===== config.mk =====
export PLATFORM = sky130hd
export DESIGN_NAME = tlp_rcv_top
export DESIGN_NICKNAME = d
export VERILOG_FILES = /design/src/source/tlp_rcv_pkg.sv /design/src/source/axis_rx_pipe.sv /design/src/source/tlp_hdr_decode.sv /design/src/source/tlp_payload_route.sv /design/src/source/tlp_rcv_flow_ctrl.sv /design/src/source/tlp_rcv_top.sv
export SDC_FILE = /design/constraint.sdc
export NUM_CORES = 1
export LEC_CHECK = 0
export BUFFER_PORTS_ARGS = -buffer_cell sky130_fd_sc_hd__buf_4
export CORE_UTILIZATION = 35
export DETAILED_ROUTE_END_ITERATION = 8
export SLEW_MARGIN = 20
export SYNTH_ARGS = -nofsm -noshare
export SYNTH_HDL_FRONTEND = slang
export SYNTH_SLANG_ARGS = --single-unit

===== constraint.sdc =====
create_clock -name clk -period 10.28 [get_ports clk]
set_input_delay 0.514 -clock clk [delete_from_list [all_inputs] [get_ports clk]]
set_output_delay 0.514 -clock clk [all_outputs]
set_load 0.02 [all_outputs]

===== src/source/tlp_rcv_pkg.sv =====
// shared codes, widths and beat/field structs of the TLP receive path
// header bit positions assume a 128-bit beat carrying the whole 4-DW header

package tlp_rcv_pkg;

    //////////////////////////////////////////////////////////////////////
    // fmt/type byte codes
    //////////////////////////////////////////////////////////////////////
    localparam logic [7:0] TLP_MRD32   = 8'h00;
    localparam logic [7:0] TLP_MRD64   = 8'h20;
    localparam logic [7:0] TLP_MRDLK32 = 8'h01;
    localparam logic [7:0] TLP_MRDLK64 = 8'h21;
    localparam logic [7:0] TLP_MWR32   = 8'h40;
    localparam logic [7:0] TLP_MWR64   = 8'h60;
    localparam logic [7:0] TLP_CPLD    = 8'h4A;
    localparam logic [7:0] TLP_CPLDLK  = 8'h4B;

    // field widths
    localparam int BEAT_W   = 128;
    localparam int KEEP_W   = 4;
    localparam int USER_W   = 8;
    localparam int LEN_W    = 10;
    localparam int ADDR_W   = 64;
    localparam int TAG_W    = 8;
    localparam int REQ_ID_W = 16;

    // user sideband layout
    localparam int USER_LAST_CPL_BIT = 3;
    localparam int USER_BAR_LSB      = 4;

    //////////////////////////////////////////////////////////////////////
    // structs
    //////////////////////////////////////////////////////////////////////
    typedef struct packed {
        logic                valid;
        logic [BEAT_W-1:0]   data;
        logic [KEEP_W-1:0]   keep;
        logic                last;
        logic [USER_W-1:0]   user;
    } axis_beat_t;

    typedef enum logic [1:0] {
        KIND_NONE = 2'd0,
        KIND_MRD  = 2'd1,
        KIND_MWR  = 2'd2,
        KIND_CPLD = 2'd3
    } tlp_kind_e;

    typedef struct packed {
        logic [2:0]          tc;
        logic [2:0]          attr;
        logic [LEN_W-1:0]    len;
        logic [REQ_ID_W-1:0] req_id;
        logic [TAG_W-1:0]    tag;
        logic [ADDR_W-1:0]   addr;
    } mrd_req_t;

    typedef struct packed {
        logic [LEN_W-1:0]    len;
        logic [7:0]          dwbe;
        logic [ADDR_W-1:0]   addr;
    } mwr_hdr_t;

    typedef struct packed {
        logic [LEN_W-1:0]    len;
        logic [6:0]          low_addr;
        logic [11:0]         byte_cnt;
        logic [TAG_W-1:0]    tag;
        logic                multi_cpl;
    } cpld_hdr_t;

    typedef struct packed {
        logic [BEAT_W-1:0]   data;
        logic [KEEP_W-1:0]   dw_vld;
    } data_beat_t;

    // little to big endian, byte order reversed inside each DW
    function automatic logic [BEAT_W-1:0] endian_swap(input logic [BEAT_W-1:0] din);
        logic [BEAT_W-1:0] dout;
        for (int dw = 0; dw < KEEP_W; dw++)
        begin
            for (int b = 0; b < 4; b++)
            begin
                dout[32*dw + 8*b +: 8] = din[32*dw + 8*(3-b) +: 8];
            end
        end
        return dout;
    endfunction

endpackage


===== src/source/axis_rx_pipe.sv =====
// two register stages on the incoming stream beat
// s1 gives look-ahead valid/last, s2 carries the header and payload
`timescale 1ns/1ps

module axis_rx_pipe (
    input  logic                    clk,
    input  logic                    rst_n,
    input  tlp_rcv_pkg::axis_beat_t i_beat,
    output tlp_rcv_pkg::axis_beat_t o_s1,
    output tlp_rcv_pkg::axis_beat_t o_s2
);

    import tlp_rcv_pkg::*;

    // first stage
    always_ff @(posedge clk or negedge rst_n)
    begin
        if (!rst_n)
        begin
            o_s1 <= '0;
        end
        else
        begin
            o_s1 <= i_beat;
        end
    end

    // second stage, lines up with the fsm state
    always_ff @(posedge clk or negedge rst_n)
    begin
        if (!rst_n)
        begin
            o_s2 <= '0;
        end
        else
        begin
            o_s2 <= o_s1;
        end
    end

endmodule


===== src/source/tlp_hdr_decode.sv =====
// receive fsm and header field capture
// kind and header strobe are combinational on the s2 header beat
// held fields are only meaningful after their header strobe
`timescale 1ns/1ps

module tlp_hdr_decode (
    input  logic                    clk,
    input  logic                    rst_n,
    input  tlp_rcv_pkg::axis_beat_t i_s1,
    input  tlp_rcv_pkg::axis_beat_t i_s2,
    output logic                    o_state_hdr,
    output tlp_rcv_pkg::tlp_kind_e  o_kind,
    output logic                    o_hdr_strobe,
    output tlp_rcv_pkg::mrd_req_t   o_mrd,
    output tlp_rcv_pkg::mwr_hdr_t   o_mwr,
    output tlp_rcv_pkg::cpld_hdr_t  o_cpld
);

    import tlp_rcv_pkg::*;

    typedef enum logic [1:0] {
        IDLE     = 2'd0,
        HEAD_RCV = 2'd1,
        DATA_RCV = 2'd2
    } rcv_state_e;

    rcv_state_e          state;
    rcv_state_e          next_state;
    logic                hdr_vld;
    logic                with_data;
    logic                eop;
    logic [7:0]          fmt_type;
    logic [ADDR_W-1:0]   hdr_addr;

    ////////////////////////////////////////////////////////////////////////
    // fsm
    ////////////////////////////////////////////////////////////////////////
    assign with_data = i_s2.valid && i_s2.data[30];
    assign eop       = i_s2.valid && i_s2.last;

    always_ff @(posedge clk or negedge rst_n)
    begin
        if (!rst_n)
        begin
            state <= IDLE;
        end
        else
        begin
            state <= next_state;
        end
    end

    always_comb
    begin
        next_state = state;
        case (state)
            IDLE:
            begin
                if (i_s1.valid)
                    next_state = HEAD_RCV;
            end
            HEAD_RCV:
            begin
                // header only tlp with nothing behind it drops to idle
                if (with_data)
                    next_state = DATA_RCV;
                else if (!i_s1.valid)
                    next_state = IDLE;
            end
            DATA_RCV:
            begin
                if (eop && i_s1.valid)
                    next_state = HEAD_RCV;
                else if (eop)
                    next_state = IDLE;
            end
            default:
            begin
                next_state = IDLE;
            end
        endcase
    end

    ////////////////////////////////////////////////////////////////////////
    // kind decode
    ////////////////////////////////////////////////////////////////////////
    assign o_state_hdr = (state == HEAD_RCV);
    assign hdr_vld     = o_state_hdr && i_s2.valid;
    assign fmt_type    = i_s2.data[31:24];

    always_comb
    begin
        o_kind = KIND_NONE;
        if (hdr_vld)
        begin
            case (fmt_type)
                TLP_MRD32, TLP_MRD64, TLP_MRDLK32, TLP_MRDLK64:
                    o_kind = KIND_MRD;
                TLP_MWR32, TLP_MWR64:
                    o_kind = KIND_MWR;
                TLP_CPLD, TLP_CPLDLK:
                    o_kind = KIND_CPLD;
                default:
                    o_kind = KIND_NONE;
            endcase
        end
    end

    // unsupported headers give no strobe
    assign o_hdr_strobe = (o_kind != KIND_NONE);

    // fmt bit 29 selects the 4-DW form with a 64-bit address
    assign hdr_addr = i_s2.data[29] ? {i_s2.data[95:64], i_s2.data[127:98], 2'b00}
                                    : {32'h0, i_s2.data[95:66], 2'b00};

    ////////////////////////////////////////////////////////////////////////
    // field capture
    ////////////////////////////////////////////////////////////////////////
    always_ff @(posedge clk)
    begin
        if (o_kind == KIND_MRD)
        begin
            o_mrd.tc     <= i_s2.data[22:20];
            o_mrd.attr   <= {i_s2.data[18], i_s2.data[13:12]};
            o_mrd.len    <= i_s2.data[LEN_W-1:0];
            o_mrd.req_id <= i_s2.data[63:48];
            o_mrd.tag    <= i_s2.data[47:40];
            o_mrd.addr   <= hdr_addr;
        end
    end

    always_ff @(posedge clk)
    begin
        if (o_kind == KIND_MWR)
        begin
            o_mwr.len  <= i_s2.data[LEN_W-1:0];
            o_mwr.dwbe <= i_s2.data[39:32];
            o_mwr.addr <= hdr_addr;
        end
    end

    // completer tag and low address sit in the third DW
    always_ff @(posedge clk)
    begin
        if (o_kind == KIND_CPLD)
        begin
            o_cpld.len       <= i_s2.data[LEN_W-1:0];
            o_cpld.byte_cnt  <= i_s2.data[43:32];
            o_cpld.low_addr  <= i_s2.data[70:64];
            o_cpld.tag       <= i_s2.data[79:72];
            o_cpld.multi_cpl <= ~i_s2.user[USER_LAST_CPL_BIT];
        end
    end

endmodule


===== src/source/tlp_payload_route.sv =====
// routes payload beats of MWr and CplD to their write ports
// one start strobe per s2 payload beat, data byte-swapped per DW
// payload of any other kind is dropped
`timescale 1ns/1ps

module tlp_payload_route (
    input  logic                    clk,
    input  logic                    rst_n,
    input  tlp_rcv_pkg::axis_beat_t i_s2,
    input  logic                    i_state_hdr,
    input  tlp_rcv_pkg::tlp_kind_e  i_kind,
    output tlp_rcv_pkg::data_beat_t o_mwr_beat,
    output logic                    o_mwr_wr_start,
    output tlp_rcv_pkg::data_beat_t o_cpld_beat,
    output logic                    o_cpld_wr_start,
    output logic [1:0]              o_bar_hit
);

    import tlp_rcv_pkg::*;

    tlp_kind_e           pay_kind;
    logic                data_beat;
    logic                mwr_beat;
    logic                cpld_beat;
    logic [BEAT_W-1:0]   swap_data;

    assign data_beat = i_s2.valid && !i_state_hdr;
    assign mwr_beat  = data_beat && (pay_kind == KIND_MWR);
    assign cpld_beat = data_beat && (pay_kind == KIND_CPLD);
    assign swap_data = endian_swap(i_s2.data);

    // payload kind held from header to last beat
    always_ff @(posedge clk or negedge rst_n)
    begin
        if (!rst_n)
            pay_kind <= KIND_NONE;
        else if (i_s2.valid && i_s2.last)
            pay_kind <= KIND_NONE;
        else if (i_state_hdr && i_s2.valid)
            pay_kind <= i_kind;
    end

    //////////////////////////////////////////////////////////////////////
    // start strobes and bar hit
    //////////////////////////////////////////////////////////////////////
    always_ff @(posedge clk or negedge rst_n)
    begin
        if (!rst_n)
        begin
            o_mwr_wr_start  <= 1'b0;
            o_cpld_wr_start <= 1'b0;
            o_bar_hit       <= 2'b00;
        end
        else
        begin
            o_mwr_wr_start  <= mwr_beat;
            o_cpld_wr_start <= cpld_beat;
            if (mwr_beat || cpld_beat)
                o_bar_hit <= i_s2.user[USER_BAR_LSB +: 2];
        end
    end

    // payload registers
    always_ff @(posedge clk)
    begin
        if (mwr_beat)
        begin
            o_mwr_beat.data   <= swap_data;
            o_mwr_beat.dw_vld <= i_s2.keep;
        end
        if (cpld_beat)
        begin
            o_cpld_beat.data   <= swap_data;
            o_cpld_beat.dw_vld <= i_s2.keep;
        end
    end

endmodule


===== src/source/tlp_rcv_flow_ctrl.sv =====
// completion request handshake, tag release and receive halt vector
// a new MRd while a request is pending overwrites the held fields
`timescale 1ns/1ps

module tlp_rcv_flow_ctrl (
    input  logic                   clk,
    input  logic                   rst_n,
    input  logic                   i_hdr_strobe,
    input  tlp_rcv_pkg::tlp_kind_e i_kind,
    input  logic                   i_last_cpl,
    input  logic                   i_cpld_req_rdy,
    input  logic                   i_cpld_tx_rdy,
    input  logic                   i_tag_full,
    output logic                   o_cpld_req_vld,
    output logic                   o_cpld_rcv,
    output logic [2:0]             o_pkt_halt
);

    import tlp_rcv_pkg::*;

    // request held until the tx side takes it
    always_ff @(posedge clk or negedge rst_n)
    begin
        if (!rst_n)
            o_cpld_req_vld <= 1'b0;
        else if (i_hdr_strobe && (i_kind == KIND_MRD))
            o_cpld_req_vld <= 1'b1;
        else if (i_cpld_req_rdy)
            o_cpld_req_vld <= 1'b0;
    end

    // tag release only on the last completion of a request
    always_ff @(posedge clk or negedge rst_n)
    begin
        if (!rst_n)
            o_cpld_rcv <= 1'b0;
        else
            o_cpld_rcv <= i_hdr_strobe && (i_kind == KIND_CPLD) && i_last_cpl;
    end

    // bit0 posted, bit1 non-posted, bit2 completions
    always_ff @(posedge clk or negedge rst_n)
    begin
        if (!rst_n)
            o_pkt_halt <= 3'b000;
        else
            o_pkt_halt <= {i_tag_full, ~i_cpld_tx_rdy, 1'b0};
    end

endmodule


===== src/source/tlp_rcv_top.sv =====
// receive side of the DMA endpoint, fed by a 128-bit stream master port
// the input is always ready; only the completion request sees back-pressure
`timescale 1ns/1ps

module tlp_rcv_top (
    input  logic                    clk,
    input  logic                    rst_n,
    input  tlp_rcv_pkg::axis_beat_t i_axis,
    output logic                    o_axis_trdy,
    output tlp_rcv_pkg::mrd_req_t   o_mrd,
    output logic                    o_cpld_req_vld,
    input  logic                    i_cpld_req_rdy,
    input  logic                    i_cpld_tx_rdy,
    output tlp_rcv_pkg::mwr_hdr_t   o_mwr,
    output tlp_rcv_pkg::data_beat_t o_mwr_beat,
    output logic                    o_mwr_wr_start,
    output tlp_rcv_pkg::cpld_hdr_t  o_cpld,
    output tlp_rcv_pkg::data_beat_t o_cpld_beat,
    output logic                    o_cpld_wr_start,
    output logic                    o_multicpld_flag,
    output logic [1:0]              o_bar_hit,
    output logic                    o_cpld_rcv,
    input  logic                    i_tag_full,
    output logic [2:0]              o_pkt_halt
);

    import tlp_rcv_pkg::*;

    axis_beat_t  s1;
    axis_beat_t  s2;
    logic        state_hdr;
    tlp_kind_e   kind;
    logic        hdr_strobe;

    assign o_axis_trdy      = 1'b1;
    assign o_multicpld_flag = o_cpld.multi_cpl;

    axis_rx_pipe u_pipe (
        .clk     (clk),
        .rst_n   (rst_n),
        .i_beat  (i_axis),
        .o_s1    (s1),
        .o_s2    (s2)
    );

    tlp_hdr_decode u_decode (
        .clk          (clk),
        .rst_n        (rst_n),
        .i_s1         (s1),
        .i_s2         (s2),
        .o_state_hdr  (state_hdr),
        .o_kind       (kind),
        .o_hdr_strobe (hdr_strobe),
        .o_mrd        (o_mrd),
        .o_mwr        (o_mwr),
        .o_cpld       (o_cpld)
    );

    tlp_payload_route u_route (
        .clk             (clk),
        .rst_n           (rst_n),
        .i_s2            (s2),
        .i_state_hdr     (state_hdr),
        .i_kind          (kind),
        .o_mwr_beat      (o_mwr_beat),
        .o_mwr_wr_start  (o_mwr_wr_start),
        .o_cpld_beat     (o_cpld_beat),
        .o_cpld_wr_start (o_cpld_wr_start),
        .o_bar_hit       (o_bar_hit)
    );

    // last-completion flag rides in the s2 user sideband
    tlp_rcv_flow_ctrl u_flow (
        .clk            (clk),
        .rst_n          (rst_n),
        .i_hdr_strobe   (hdr_strobe),
        .i_kind         (kind),
        .i_last_cpl     (s2.user[USER_LAST_CPL_BIT]),
        .i_cpld_req_rdy (i_cpld_req_rdy),
        .i_cpld_tx_rdy  (i_cpld_tx_rdy),
        .i_tag_full     (i_tag_full),
        .o_cpld_req_vld (o_cpld_req_vld),
        .o_cpld_rcv     (o_cpld_rcv),
        .o_pkt_halt     (o_pkt_halt)
    );

endmodule


==> metrics <==
run status finished clean; remaining global-route overflow 0; max-cap check violation count 0; clock skew 0.0309 ns; final antenna-violating net count 0; worst vdd ir about 0.16 mV; height of the die 256 um; Req. time, crit path between 10 and 15 ns; type of the worst setup path flip-flop to flip-flop; number of antenna violations at the first check in global routing 1; final instance area around 0.033 mm^2; minimum period implied by the final worst setup slack between 2 and 3 ns; core outline area 0.0634 mm^2; sequential fraction of the synthesis area a little over nine tenths; DRC 0; Max Freq roughly 0.33 GHz; share of the clock period used by the worst path after layout between 20% and 30%; total count of max-transition violations in the final report 0; number of setup violations in the final report 0; Max-slew headroom between 20 and 30%; Pre-antenna DRT Iters 5; critical path arrival between 3 and 4 ns; share of the synthesized area in the top cell type about 64%; H-tree depth 3; final layout net count between 1500 and 2000; number of buffers on the longest clock path 3; Total GRT Usage around 17%; setup slack, reg-to-reg around 7.3 ns; starting density of the core around 36%; IO Pins roughly 650; share of synthesized registers carrying an async set or reset 37.1%; clock network latency to the later pin of the worst-skew pair a little over 0.6 ns; wire length of the first global-routing pass roughly 80000 um; CP endpoint kind flip-flop; Sum Neg Setup Slack 0 ns; count of distinct cell types in the synthesized netlist 31; final hold vios 0; TritonCTS clock tree yes; growth of design area from synthesis to finish 44.3%; Synth top cells by count edfxtp_1, dfrtp_1, and2_1, mux2_2, buf_4; post-DP HPWL about 36000 um; GPL Wtd Cong 0.787; ratio of total power to cell area 199 mW/mm^2; share of final-layout standard cells stronger than drive strength 1 between 40% and 50%; met2 usage in global routing between 20% and 30%; count leader, synth edfxtp_1; total standard cell area after synthesis ~0.023 mm^2; Post-Place Cell Area 0.0285 mm^2; first-iteration detailed-routing DRC count roughly 550; synth warn 0; synthesized area divided by synthesized cell count 25.5 um^2; leading post-synthesis cells by cell area edfxtp_1, dfrtp_1, mux2_2; total number of placement rows ~90; count of instances resized after the clock tree is built 0; measured slew at the worst slew-check pin about 1.1 ns; total leakage power approximately 0.013 uW; cell type contributing the most total cell area after synthesis edfxtp_1; most used routing layer in global routing met2; clk root buf clkbuf_16; number of synthesized flops with an enable pin 484; clock sink count 770; total length of routed wires ~55000 um; via count around 11000; number of global-route vias before repair between 10000 and 15000; GRT met1 Usage a little under 20%; met3 usage 4.23%; width of the die roughly 260 um; die footprint approximately 0.066 mm^2; Main synth FF type edfxtp_1; number of buffers inserted to repair setup after CTS 0; CTS clk-pin slew, worst paths ~0.06 ns; number of synthesized register bits 770; largest net degree at the start of global routing between 100 and 150; unrepaired setup endpoints after global routing false; FILL cells 5002; Worst Setup Start Kind flip-flop; routed wire length per instance slightly above 20 um; largest fanout of any net on the critical path between 50 and 60; Mapped Cells between 800 and 900; worst min path class input pin to flip-flop; count of input and output buffers 634; total CTS buffers 80; hold_buf cts ~140; Vias/cell around 4.3
path summary, 6_finish.rpt:
path / cells past startpoint / end / start
max: 4 / u_decode.o_mrd[70] / u_pipe.o_s2[39]
min: 1 / u_pipe.o_s1[112] / i_axis[112]
max reg2reg: 4 / u_decode.o_mrd[70] / u_pipe.o_s2[39]
min reg2reg: 0 / u_pipe.o_s2[120] / u_pipe.o_s1[120]
max in group asynchronous: 4 / u_pipe.o_s1[107] / rst_n
min in group asynchronous: 2 / u_pipe.o_s2[53] / rst_n
where the power goes:
group | leakage [uW] | internal (uW) | switching, uW | total [uW]
sequential | 0.00771 | 3360 | 42.9 | 3400
clock | 0.00134 | 1760 | 1190 | 2950
combinational | 0.00401 | 85.9 | 60.8 | 147
cell type report:
class	count	area [um^2]	share of cell area, %
antenna	1	2.50	0.00767
clock buffer	111	2260	6.93
clock inverter	39	515	1.58
inverter	6	25.0	0.0767
multi-input combinational	101	840	2.57
sequential	770	21700	66.5
tap	846	1060	3.24
timing repair buffer	783	6230	19.1
state kept, by name, summed over array words and instances, names as in the netlist, 2 cells and up:
register / flops
u_decode.o_cpld: 38
u_decode.o_mrd: 102
u_decode.o_mwr: 80
u_decode.state: 2
u_flow.o_pkt_halt: 2
u_pipe.o_s1: 137
u_pipe.o_s2: 137
u_route.o_bar_hit: 2
u_route.o_cpld_beat: 132
u_route.o_mwr_beat: 132
u_route.pay_kind: 2
per-layer routing:
layer | part of all wire [%] | wire [um]
met4 | 3.0 | 1640
met5 | 0 | 0
met2 | 53 | 29200
met1 | 38 | 20800
met3 | 6.4 | 3540
cell families (layout without fill, tap and decap cells):
logic type             after synthesis  count (layout)  synth area share [%]
multiplexers                        32              32                  1.63
AND/OR/NAND/NOR                     53              53                  1.58
flip-flops                         770             770                  95.9
other                                2               7                0.0332
buffers and inverters               21             939                 0.526
AO/OA/AOI/OAI                       10              10                 0.310
layout by cell type (no fill, tap or decap), drive strengths merged:
cell,n
buf,645
edfxtp,484
dfrtp,286
dlygate4sd3,138
clkbuf,111
and2,33
mux2,32
clkinv,22
inv,10
bufinv,8
conb,6
clkinvlp,5
nor3,4
nand2,3
a21oi,3
nor2b,3
nand3,2
o21ai,2
nand4,2
diode,1
and2b,1
nor4,1
nand2b,1
and3,1
and3b,1
a31oi,1
o31ai,1
o21a,1
nor2,1
a21boi,1
o32ai,1
through the flow:
step           std cells  setup WS [ns]  hold WS, ns  power, uW  utilization (%)
6_report            2657           7.28       0.0524       6500             51.4
5_1_grt             2657           7.15       0.0165       6710             51.4
4_1_cts             2656           7.26      0.00143       6580             51.4
3_5_place_dp        2368           7.26        0.335       3560             44.9
3_3_place_gp        2368           7.28        0.331       3560             44.9
2_1_floorplan        892           2.96        0.218       3470                -
critical path: stages, from the launching register on:
cell,delay [ns]
dfrtp_1,0.42
nor3_4,0.30
nand4_1,0.29
inv_4,0.59
buf_4,0.78
No activity file was read; power rests on OpenSTA's default activity.
